===== src/hw/mapper_pkg.sv =====
/*
 * MSX cartridge mapper definitions
 * Mapper and device encodings, slot configuration, bank widths
 * and the bank-to-ROM address helpers shared by all mappers
 */
package mapper_pkg;

    localparam int BANK_W     = 8;   // Bank register width
    localparam int ROM_AW_MAX = 21;  // Widest ROM address, 2 MB
    localparam int PAGE8_W    = 13;  // Offset bits in an 8 KB bank
    localparam int PAGE16_W   = 14;  // Offset bits in a 16 KB bank

    // Bank switching scheme of the slot
    typedef enum logic [2:0] {
        none       = 3'd0,
        ascii8     = 3'd1,
        ascii16    = 3'd2,
        konami     = 3'd3,
        konami_scc = 3'd4
    } mapper_t;

    // Device claimed by an access instead of ROM
    typedef enum logic {
        dev_none = 1'b0,
        dev_scc  = 1'b1
    } device_t;

    typedef logic [BANK_W-1:0]     bank_t;
    typedef logic [ROM_AW_MAX-1:0] rom_addr_t;

    typedef struct packed {
        mapper_t   mapper;    // Active scheme
        rom_addr_t rom_mask;  // Ones up to the cartridge size
    } block_info_t;

    // Flat ROM address of an 8 KB banked access
    function automatic rom_addr_t page8_addr(input bank_t bank, input logic [15:0] addr);
        return rom_addr_t'({bank, addr[PAGE8_W-1:0]});
    endfunction

    // Flat ROM address of a 16 KB banked access, top bit drops off
    function automatic rom_addr_t page16_addr(input bank_t bank, input logic [15:0] addr);
        return rom_addr_t'({bank, addr[PAGE16_W-1:0]});
    endfunction

endpackage


===== src/hw/mapper_ifs.sv =====
/*
 * Cartridge slot bus interfaces
 * cpu_bus is the shared CPU access bus watched by every mapper,
 * mapper_out is one mapper's memory and device request
 */
`timescale 1ns/1ns

interface cpu_bus (
    input logic clk,
    input logic rst
);

    logic [15:0] addr;  // CPU address
    logic [7:0]  din;   // CPU write data
    logic        rd;    // One-cycle read strobe
    logic        wr;    // One-cycle write strobe

    // Mappers only watch the bus
    modport mapper (
        input clk,
        input rst,
        input addr,
        input din,
        input rd,
        input wr
    );

    modport source (
        input  clk,
        input  rst,
        output addr,
        output din,
        output rd,
        output wr
    );

endinterface

interface mapper_out #(
    parameter int ROM_AW = 20
);

    logic [ROM_AW-1:0]   addr;     // All ones when idle
    logic                rnw;      // One when idle
    logic                cs;       // ROM select
    mapper_pkg::device_t dev_typ;  // dev_none when idle
    logic                dev_en;

    modport drv (output addr, output rnw, output cs, output dev_typ, output dev_en);
    modport sink (input addr, input rnw, input cs, input dev_typ, input dev_en);

endinterface


===== src/hw/mapper_ascii8.sv =====
/*
 * ASCII8 mapper
 * Four 8 KB banks over 4000h-BFFFh, bank n loaded by a write
 * into 6000h-7FFFh with address bits 12:11 equal to n
 */
`timescale 1ns/1ns

module mapper_ascii8 #(
    parameter int ROM_AW = 20
) (
    cpu_bus.mapper                 bus,
    input mapper_pkg::block_info_t info,
    mapper_out.drv                 out
);

    mapper_pkg::bank_t     bank_q [4];  // Bank per 8 KB page
    logic                  active;
    logic                  in_win;      // 4000h-BFFFh
    logic                  reg_wr;
    logic [1:0]            page;
    logic                  hit;
    mapper_pkg::rom_addr_t rom_addr;

    assign active = (info.mapper == mapper_pkg::ascii8);
    assign in_win = (bus.addr[15:14] == 2'b01) || (bus.addr[15:14] == 2'b10);
    assign reg_wr = active && bus.wr && (bus.addr[15:13] == 3'b011);  // 6000h-7FFFh
    assign page   = bus.addr[14:13] - 2'd2;  // 4000h maps to page 0
    assign hit    = active && in_win && (bus.rd || bus.wr);

    // Bank registers
    always_ff @(posedge bus.clk) begin
        if (bus.rst) begin
            for (int i = 0; i < 4; i++) begin
                bank_q[i] <= '0;
            end
        end else if (reg_wr) begin
            bank_q[bus.addr[12:11]] <= bus.din;  // Register picked by bits 12:11
        end
    end

    assign rom_addr = mapper_pkg::page8_addr(bank_q[page], bus.addr) & info.rom_mask;

    // Neutral values when idle so the combiner can AND/OR
    assign out.addr    = hit ? rom_addr[ROM_AW-1:0] : '1;
    assign out.rnw     = ~(hit && bus.wr);  // Register writes also reach ROM
    assign out.cs      = hit;
    assign out.dev_typ = mapper_pkg::dev_none;  // No device behind ASCII8
    assign out.dev_en  = 1'b0;

endmodule


===== src/hw/mapper_ascii16.sv =====
/*
 * ASCII16 mapper
 * Two 16 KB banks, 4000h-7FFFh and 8000h-BFFFh, loaded by
 * writes into 6000h-67FFh and 7000h-77FFh
 */
`timescale 1ns/1ns

module mapper_ascii16 #(
    parameter int ROM_AW = 20
) (
    cpu_bus.mapper                 bus,
    input mapper_pkg::block_info_t info,
    mapper_out.drv                 out
);

    mapper_pkg::bank_t     bank_q [2];
    logic                  active;
    logic                  in_win;
    logic                  reg_wr;
    logic                  hit;
    mapper_pkg::rom_addr_t rom_addr;

    assign active = (info.mapper == mapper_pkg::ascii16);
    assign in_win = (bus.addr[15:14] == 2'b01) || (bus.addr[15:14] == 2'b10);
    // 6000h-67FFh or 7000h-77FFh, bit 12 picks the bank
    assign reg_wr = active && bus.wr && (bus.addr[15:13] == 3'b011) && !bus.addr[11];
    assign hit    = active && in_win && (bus.rd || bus.wr);

    always_ff @(posedge bus.clk) begin
        if (bus.rst) begin
            bank_q[0] <= '0;
            bank_q[1] <= '0;
        end else if (reg_wr) begin
            bank_q[bus.addr[12]] <= bus.din;
        end
    end

    // Bit 15 splits the window into its two 16 KB halves
    assign rom_addr = mapper_pkg::page16_addr(bank_q[bus.addr[15]], bus.addr) & info.rom_mask;

    assign out.addr    = hit ? rom_addr[ROM_AW-1:0] : '1;
    assign out.rnw     = ~(hit && bus.wr);
    assign out.cs      = hit;
    assign out.dev_typ = mapper_pkg::dev_none;
    assign out.dev_en  = 1'b0;

endmodule


===== src/hw/mapper_konami.sv =====
/*
 * Konami mapper without SCC
 * Page 4000h is fixed to bank 0, the three pages above it
 * follow the bank written anywhere inside that page
 */
`timescale 1ns/1ns

module mapper_konami #(
    parameter int ROM_AW = 20
) (
    cpu_bus.mapper                 bus,
    input mapper_pkg::block_info_t info,
    mapper_out.drv                 out
);

    mapper_pkg::bank_t     bank_q [1:3];  // Switchable pages only
    mapper_pkg::bank_t     cur_bank;
    logic                  active;
    logic                  in_win;
    logic [1:0]            page;
    logic                  hit;
    mapper_pkg::rom_addr_t rom_addr;

    assign active = (info.mapper == mapper_pkg::konami);
    assign in_win = (bus.addr[15:14] == 2'b01) || (bus.addr[15:14] == 2'b10);
    assign page   = bus.addr[14:13] - 2'd2;
    assign hit    = active && in_win && (bus.rd || bus.wr);

    // Reset maps page i to bank i
    always_ff @(posedge bus.clk) begin
        if (bus.rst) begin
            for (int i = 1; i <= 3; i++) begin
                bank_q[i] <= mapper_pkg::bank_t'(i);
            end
        end else if (active && bus.wr && in_win) begin
            for (int i = 1; i <= 3; i++) begin
                if (page == 2'(i)) begin
                    bank_q[i] <= bus.din;  // Writes to page 0 are dropped
                end
            end
        end
    end

    always_comb begin
        case (page)
            2'd1:    cur_bank = bank_q[1];
            2'd2:    cur_bank = bank_q[2];
            2'd3:    cur_bank = bank_q[3];
            default: cur_bank = '0;  // Fixed first page
        endcase
    end

    assign rom_addr = mapper_pkg::page8_addr(cur_bank, bus.addr) & info.rom_mask;

    assign out.addr    = hit ? rom_addr[ROM_AW-1:0] : '1;
    assign out.rnw     = ~(hit && bus.wr);
    assign out.cs      = hit;
    assign out.dev_typ = mapper_pkg::dev_none;
    assign out.dev_en  = 1'b0;

endmodule


===== src/hw/mapper_konami_scc.sv =====
/*
 * Konami SCC mapper
 * Four 8 KB banks loaded from 5000h, 7000h, 9000h and B000h,
 * plus the SCC window at 9800h-9FFFh when bank 2 holds 3Fh
 */
`timescale 1ns/1ns

module mapper_konami_scc #(
    parameter int ROM_AW = 20
) (
    cpu_bus.mapper                 bus,
    input mapper_pkg::block_info_t info,
    mapper_out.drv                 out
);

    mapper_pkg::bank_t     bank_q [4];
    logic                  active;
    logic                  in_win;
    logic                  strobe;
    logic [1:0]            page;
    logic                  reg_wr;
    logic                  scc_on;    // SCC window mapped in
    logic                  scc_hit;
    logic                  hit;
    mapper_pkg::rom_addr_t rom_addr;

    assign active = (info.mapper == mapper_pkg::konami_scc);
    assign in_win = (bus.addr[15:14] == 2'b01) || (bus.addr[15:14] == 2'b10);
    assign strobe = bus.rd || bus.wr;
    assign page   = bus.addr[14:13] - 2'd2;
    // x000h-x7FFh in the upper half of each page, so 5000h, 7000h, 9000h, B000h
    assign reg_wr = active && bus.wr && in_win && (bus.addr[12:11] == 2'b10);

    // Reset maps page i to bank i
    always_ff @(posedge bus.clk) begin
        if (bus.rst) begin
            for (int i = 0; i < 4; i++) begin
                bank_q[i] <= mapper_pkg::bank_t'(i);
            end
        end else if (reg_wr) begin
            bank_q[page] <= bus.din;
        end
    end

    // Only the low six bits of bank 2 enable the chip
    assign scc_on  = (bank_q[2][5:0] == 6'h3F);
    assign scc_hit = active && strobe && scc_on && (bus.addr[15:11] == 5'b10011);
    assign hit     = active && in_win && strobe && !scc_hit;  // SCC steals the access

    assign rom_addr = mapper_pkg::page8_addr(bank_q[page], bus.addr) & info.rom_mask;

    assign out.addr    = hit ? rom_addr[ROM_AW-1:0] : '1;
    assign out.rnw     = ~(hit && bus.wr);
    assign out.cs      = hit;
    assign out.dev_typ = scc_hit ? mapper_pkg::dev_scc : mapper_pkg::dev_none;
    assign out.dev_en  = scc_hit;

endmodule


===== src/hw/mappers.sv =====
/*
 * Mapper set of one cartridge slot
 * Every mapper watches the CPU bus, only the configured one
 * answers, and idle outputs are neutral for the AND/OR merge
 */
`timescale 1ns/1ns

module mappers #(
    parameter int ROM_AW = 20
) (
    cpu_bus.mapper                  bus,
    input  mapper_pkg::block_info_t info,
    output logic [ROM_AW-1:0]       mem_addr,
    output logic                    mem_rnw,
    output logic                    mem_cs,
    output mapper_pkg::device_t     dev_typ,
    output logic                    dev_en,
    output logic                    dev_we
);

    mapper_out #(.ROM_AW(ROM_AW)) ascii8_out ();
    mapper_out #(.ROM_AW(ROM_AW)) ascii16_out ();
    mapper_out #(.ROM_AW(ROM_AW)) konami_out ();
    mapper_out #(.ROM_AW(ROM_AW)) konami_scc_out ();

    mapper_ascii8 #(.ROM_AW(ROM_AW)) ascii8 (
        .bus  (bus),
        .info (info),
        .out  (ascii8_out)
    );

    mapper_ascii16 #(.ROM_AW(ROM_AW)) ascii16 (
        .bus  (bus),
        .info (info),
        .out  (ascii16_out)
    );

    mapper_konami #(.ROM_AW(ROM_AW)) konami (
        .bus  (bus),
        .info (info),
        .out  (konami_out)
    );

    mapper_konami_scc #(.ROM_AW(ROM_AW)) konami_scc (
        .bus  (bus),
        .info (info),
        .out  (konami_scc_out)
    );

    // Idle mappers drive ones on addr and rnw
    assign mem_addr = ascii8_out.addr & ascii16_out.addr & konami_out.addr & konami_scc_out.addr;
    assign mem_rnw  = ascii8_out.rnw & ascii16_out.rnw & konami_out.rnw & konami_scc_out.rnw;
    // ...and zeros on selects and device lines
    assign mem_cs   = ascii8_out.cs | ascii16_out.cs | konami_out.cs | konami_scc_out.cs;
    assign dev_typ  = mapper_pkg::device_t'(ascii8_out.dev_typ | ascii16_out.dev_typ
                                          | konami_out.dev_typ | konami_scc_out.dev_typ);
    assign dev_en   = ascii8_out.dev_en | ascii16_out.dev_en
                    | konami_out.dev_en | konami_scc_out.dev_en;
    assign dev_we   = dev_en & bus.wr;  // Device write only on the write strobe

endmodule


===== src/hw/cart_slot.sv =====
/*
 * Cartridge slot top level
 * Bundles the CPU pins into the slot bus and the configuration
 * pins into the block info, then hands both to the mapper set
 */
`timescale 1ns/1ns

module cart_slot #(
    parameter int ROM_AW = 20  // 17 to 21
) (
    input  logic                clk,
    input  logic                rst,
    input  mapper_pkg::mapper_t cfg_mapper,    // Needs a reset after a change
    input  logic [ROM_AW-1:0]   cfg_rom_mask,
    input  logic [15:0]         cpu_addr,
    input  logic [7:0]          cpu_din,
    input  logic                cpu_rd,        // One cycle per access
    input  logic                cpu_wr,
    output logic [ROM_AW-1:0]   mem_addr,
    output logic                mem_rnw,
    output logic                mem_cs,
    output mapper_pkg::device_t dev_typ,
    output logic                dev_en,
    output logic                dev_we
);

    mapper_pkg::block_info_t info;

    cpu_bus bus (
        .clk (clk),
        .rst (rst)
    );

    assign bus.addr = cpu_addr;
    assign bus.din  = cpu_din;
    assign bus.rd   = cpu_rd;
    assign bus.wr   = cpu_wr;

    assign info.mapper   = cfg_mapper;
    assign info.rom_mask = mapper_pkg::rom_addr_t'(cfg_rom_mask);  // Zero above ROM_AW

    mappers #(.ROM_AW(ROM_AW)) i_mappers (
        .bus      (bus),
        .info     (info),
        .mem_addr (mem_addr),
        .mem_rnw  (mem_rnw),
        .mem_cs   (mem_cs),
        .dev_typ  (dev_typ),
        .dev_en   (dev_en),
        .dev_we   (dev_we)
    );

endmodule


===== config.mk =====
export PLATFORM = sky130hd
export DESIGN_NAME = cart_slot
export DESIGN_NICKNAME = d
export VERILOG_FILES = /design/src/hw/mapper_pkg.sv /design/src/hw/mapper_ifs.sv /design/src/hw/mapper_ascii8.sv /design/src/hw/mapper_ascii16.sv /design/src/hw/mapper_konami.sv /design/src/hw/mapper_konami_scc.sv /design/src/hw/mappers.sv /design/src/hw/cart_slot.sv
export SDC_FILE = /design/constraint.sdc
export NUM_CORES = 1
export LEC_CHECK = 0
export BUFFER_PORTS_ARGS = -buffer_cell sky130_fd_sc_hd__buf_2
export CAP_MARGIN = 20
export CELL_PAD_IN_SITES_DETAIL_PLACEMENT = 2
export CELL_PAD_IN_SITES_GLOBAL_PLACEMENT = 2
export CORE_MARGIN = 3
export CORE_UTILIZATION = 34
export DETAILED_ROUTE_END_ITERATION = 10
export PLACE_DENSITY = 0.86
export SETUP_SLACK_MARGIN = 0.05
export SLEW_MARGIN = 20
export SYNTH_ARGS = -nofsm -noshare
export SYNTH_HDL_FRONTEND = slang
export SYNTH_SLANG_ARGS = --single-unit
export TNS_END_PERCENT = 30

===== constraint.sdc =====
create_clock -name clk -period 1.7 [get_ports clk]
set_clock_uncertainty 0.1 [all_clocks]
set_input_delay 0.085 -clock clk [delete_from_list [all_inputs] [get_ports clk]]
set_output_delay 0.085 -clock clk [all_outputs]
set_load 0.05 [all_outputs]

==> impl_metrics.ini <==
[die]
core_um2 = 13500
io_pins = 76
die-area_um2 = 15500
rows = 42
initial_core_util_pct = 35.3
die_w_um = 124
fp.dieH_um = 124

[synth]
synthesis.nets = 438
syn_inst = 387
yosys_warnings = 0
ys_types = 50
syn_area_per_cell_um2 = 12.3
synthFlopType = edfxtp_1
async_flop_share_pct = 0
seq_area_frac_synth_pct = 56.0
synth_area_um2 = 4770
ys_ff_latch = 89
synth_edf_count = 89

[setup_path]
path_buf_inv = 3
arrival_ps = 2200
max_stage_delay_ps = 430
start_kind = flop
cpMaxStageDelayCell = a2111oi_4
cp_max_fo = 6
worst_path_most_repeated_cell = buf_6
critPathTopFamily = compound AO/OA/AOI/OAI gates
required_ps = 1510
cp_cell_sequence = nand4_1 -> buf_4 -> nor4_4 -> buf_6 -> o21ai_4 -> a2111oi_4 -> buf_6
crit_type = flop to primary output
critPathCaptureType = primary output
setup.worst_path.start = i_mappers.konami_scc.bank_q[2][1]

[min_path]
holdCritStartpoint = cpu_din[6]
worstHoldPathCells = 2
hold_path.class = primary input to flop
holdPathEnd = i_mappers.ascii8.bank_q[2][6]

[timing]
period_needed_ps = 2380
slew_headroom_pct = 59.5
finalCritPeriodShare_pct = 140
setup_tns_ps = -13380
setup_viol = 25
worst_pin_slew_ps = 599
fmax_mhz = 420
finalWorstSetupSlack_ps = -683
rsz0062_at_grt = true
drv_slew = 0
hold_viol = 0

[layout]
final_nets = 577
final_area_um2 = 6730
drive_gt1_share_pct = 44.8
syn2layout_area_growth_pct = 41.1
fin_cells = 707
diodes = 0

[global_route]
antenna_found_initial = 0
track_usage_pct = 27.5
grt_pass1_wl_um = 31500
grt-ovfl-total = 0
grt_max_degree = 18
grt_pass1_vias = 4622

[power_and_ir_drop]
cellLeakagePower_nw = 2.61
finalPower_mw = 5.70
powerDensity_nw_per_um2 = 846
max-vdd-ir-drop_uv = 467

[place]
dpl.hpwl_um = 13800
globalplace.congestion = 0.837
dpl.cell_count = 686
dpl-instance-area_um2 = 6030
port_buffers = 74

[route]
drt_first_pass_iters = 4
drc = 0
ant_nets = 0
drt-vias-per-instance = 5.69
wl_um = 22200
vias = 4022
dr.first_iter.drc_count = 314
routedWlPerCell_um = 31.4

[run]
cap_violations = 0

[clocking]
cts.sinks = 89
numCtsBuffers = 9
cts_max_level = 3
cts_root_buf = clkbuf_16
clk_pin_slew_ps = 70
cts_tree = yes
clk_path_buf_depth = 2

[run_status]
violations = negative setup slack
status = complete, but fails checks
[logic make-up (layout without fill, tap and decap cells)]
kind of cell | Yosys count | count (layout) | share of synthesized area, %
flops | 89 | 89 | 56.0
xor+xnor | 1 | 1 | 0.184
simple gates | 197 | 197 | 24.3
buf+inv | 29 | 173 | 3.23
mux | 27 | 27 | 9.28
compound gates | 44 | 44 | 6.98
[synthesized netlist by cell type, types with 2 or more instances]
library cell,count,area (um2)
edfxtp_1,89,2670
and2_1,82,513
nand2_1,41,154
nor2_1,15,56.3
mux4_2,12,270
or2_2,10,62.6
clkbuf_1,9,33.8
mux2i_1,9,90.1
nand2b_1,9,56.3
a21oi_1,8,40.0
buf_2,8,40.0
nor3_1,8,40.0
inv_1,6,22.5
o21bai_1,6,45.0
a21o_1,5,37.5
a221oi_1,5,43.8
mux2_2,5,56.3
a2111oi_0,4,35.0
nand3_1,4,20.0
nor3b_1,4,30.0
nor4_2,4,50.1
buf_4,3,22.5
nand4bb_1,3,33.8
o221ai_1,3,26.3
or3_1,3,18.8
a211oi_1,2,15.0
nand3b_1,2,15.0
nand4_1,2,12.5
nor2b_1,2,12.5
o21a_1,2,15.0
o21ai_0,2,10.0
or3b_2,2,17.5
[flip-flops by register name, indices dropped and copies added (netlist names)]
signal and flops:
i_mappers.ascii8.bank_q 28, i_mappers.konami_scc.bank_q 28, i_mappers.konami.bank_q 21, i_mappers.ascii16.bank_q 12
[layout make-up]
class | instances | area, um2
timing repair buffer | 151 | 1230
clock inverter | 7 | 61.3
fill | 1280 | 6770
clock buffer | 9 | 225
multi-input combinational | 269 | 2300
inverter | 6 | 22.5
sequential | 89 | 2670
tap | 176 | 220
[routing by layer]
layer / global-route usage, % / wire, um
met1: 32.4 / 8460
met3: 5.19 / 1220
met5: 0 / 0
met2: 48.3 / 11500
met4: 13.1 / 951
[worst max path at each step]
| stage | slack [ps] | cells after the start | to |
|---|---|---|---|
| after global placement | -320 | 6 | mem_addr[18] |
| after detailed placement | -440 | 6 | mem_addr[18] |
| after CTS | -670 | 6 | mem_addr[14] |
| after floorplan | -320 | 4 | mem_addr[13] |
| final | -680 | 7 | mem_addr[18] |
| after global routing | -760 | 7 | mem_addr[14] |
[through the flow]
| step | util [%] | setup WS [ps] | hold WS, ps |
|---|---|---|---|
| after CTS | 49.3 | -673 | 129 |
| after floorplan | - | -324 | 163 |
| after detailed placement | 44.6 | -442 | 471 |
| final | 49.9 | -683 | 121 |
| after global routing | 49.9 | -761 | 135 |
| after global placement | 44.6 | -317 | 448 |
[layout by cell type (no fill, tap or decap), drive strengths merged, types with 8 or more instances in the layout]
cell type and n:
edfxtp 89, nand2b 9, nor3 8, a21oi 8, buf 150, nor2 15
mux2i 9, or2 10, nand2 41, mux4 13, and2 82, clkbuf 10
[where the power goes]
part           internal, mW  total [mW]  switching [mW]
Clock                  1.13        2.04           0.918
Combinational         0.415        1.07           0.656
Sequential             2.52        2.58          0.0585
[what timing repair did]
item | in CTS | in global routing
pin swaps | 12 | 11
buffers inserted | 4 | 5
setup endpoints to repair | 25 | 55
cloned | 1 | 0
resized for setup | 87 | 12
hold buffers | 0 | 0
Power figures use the tool's default switching activity.
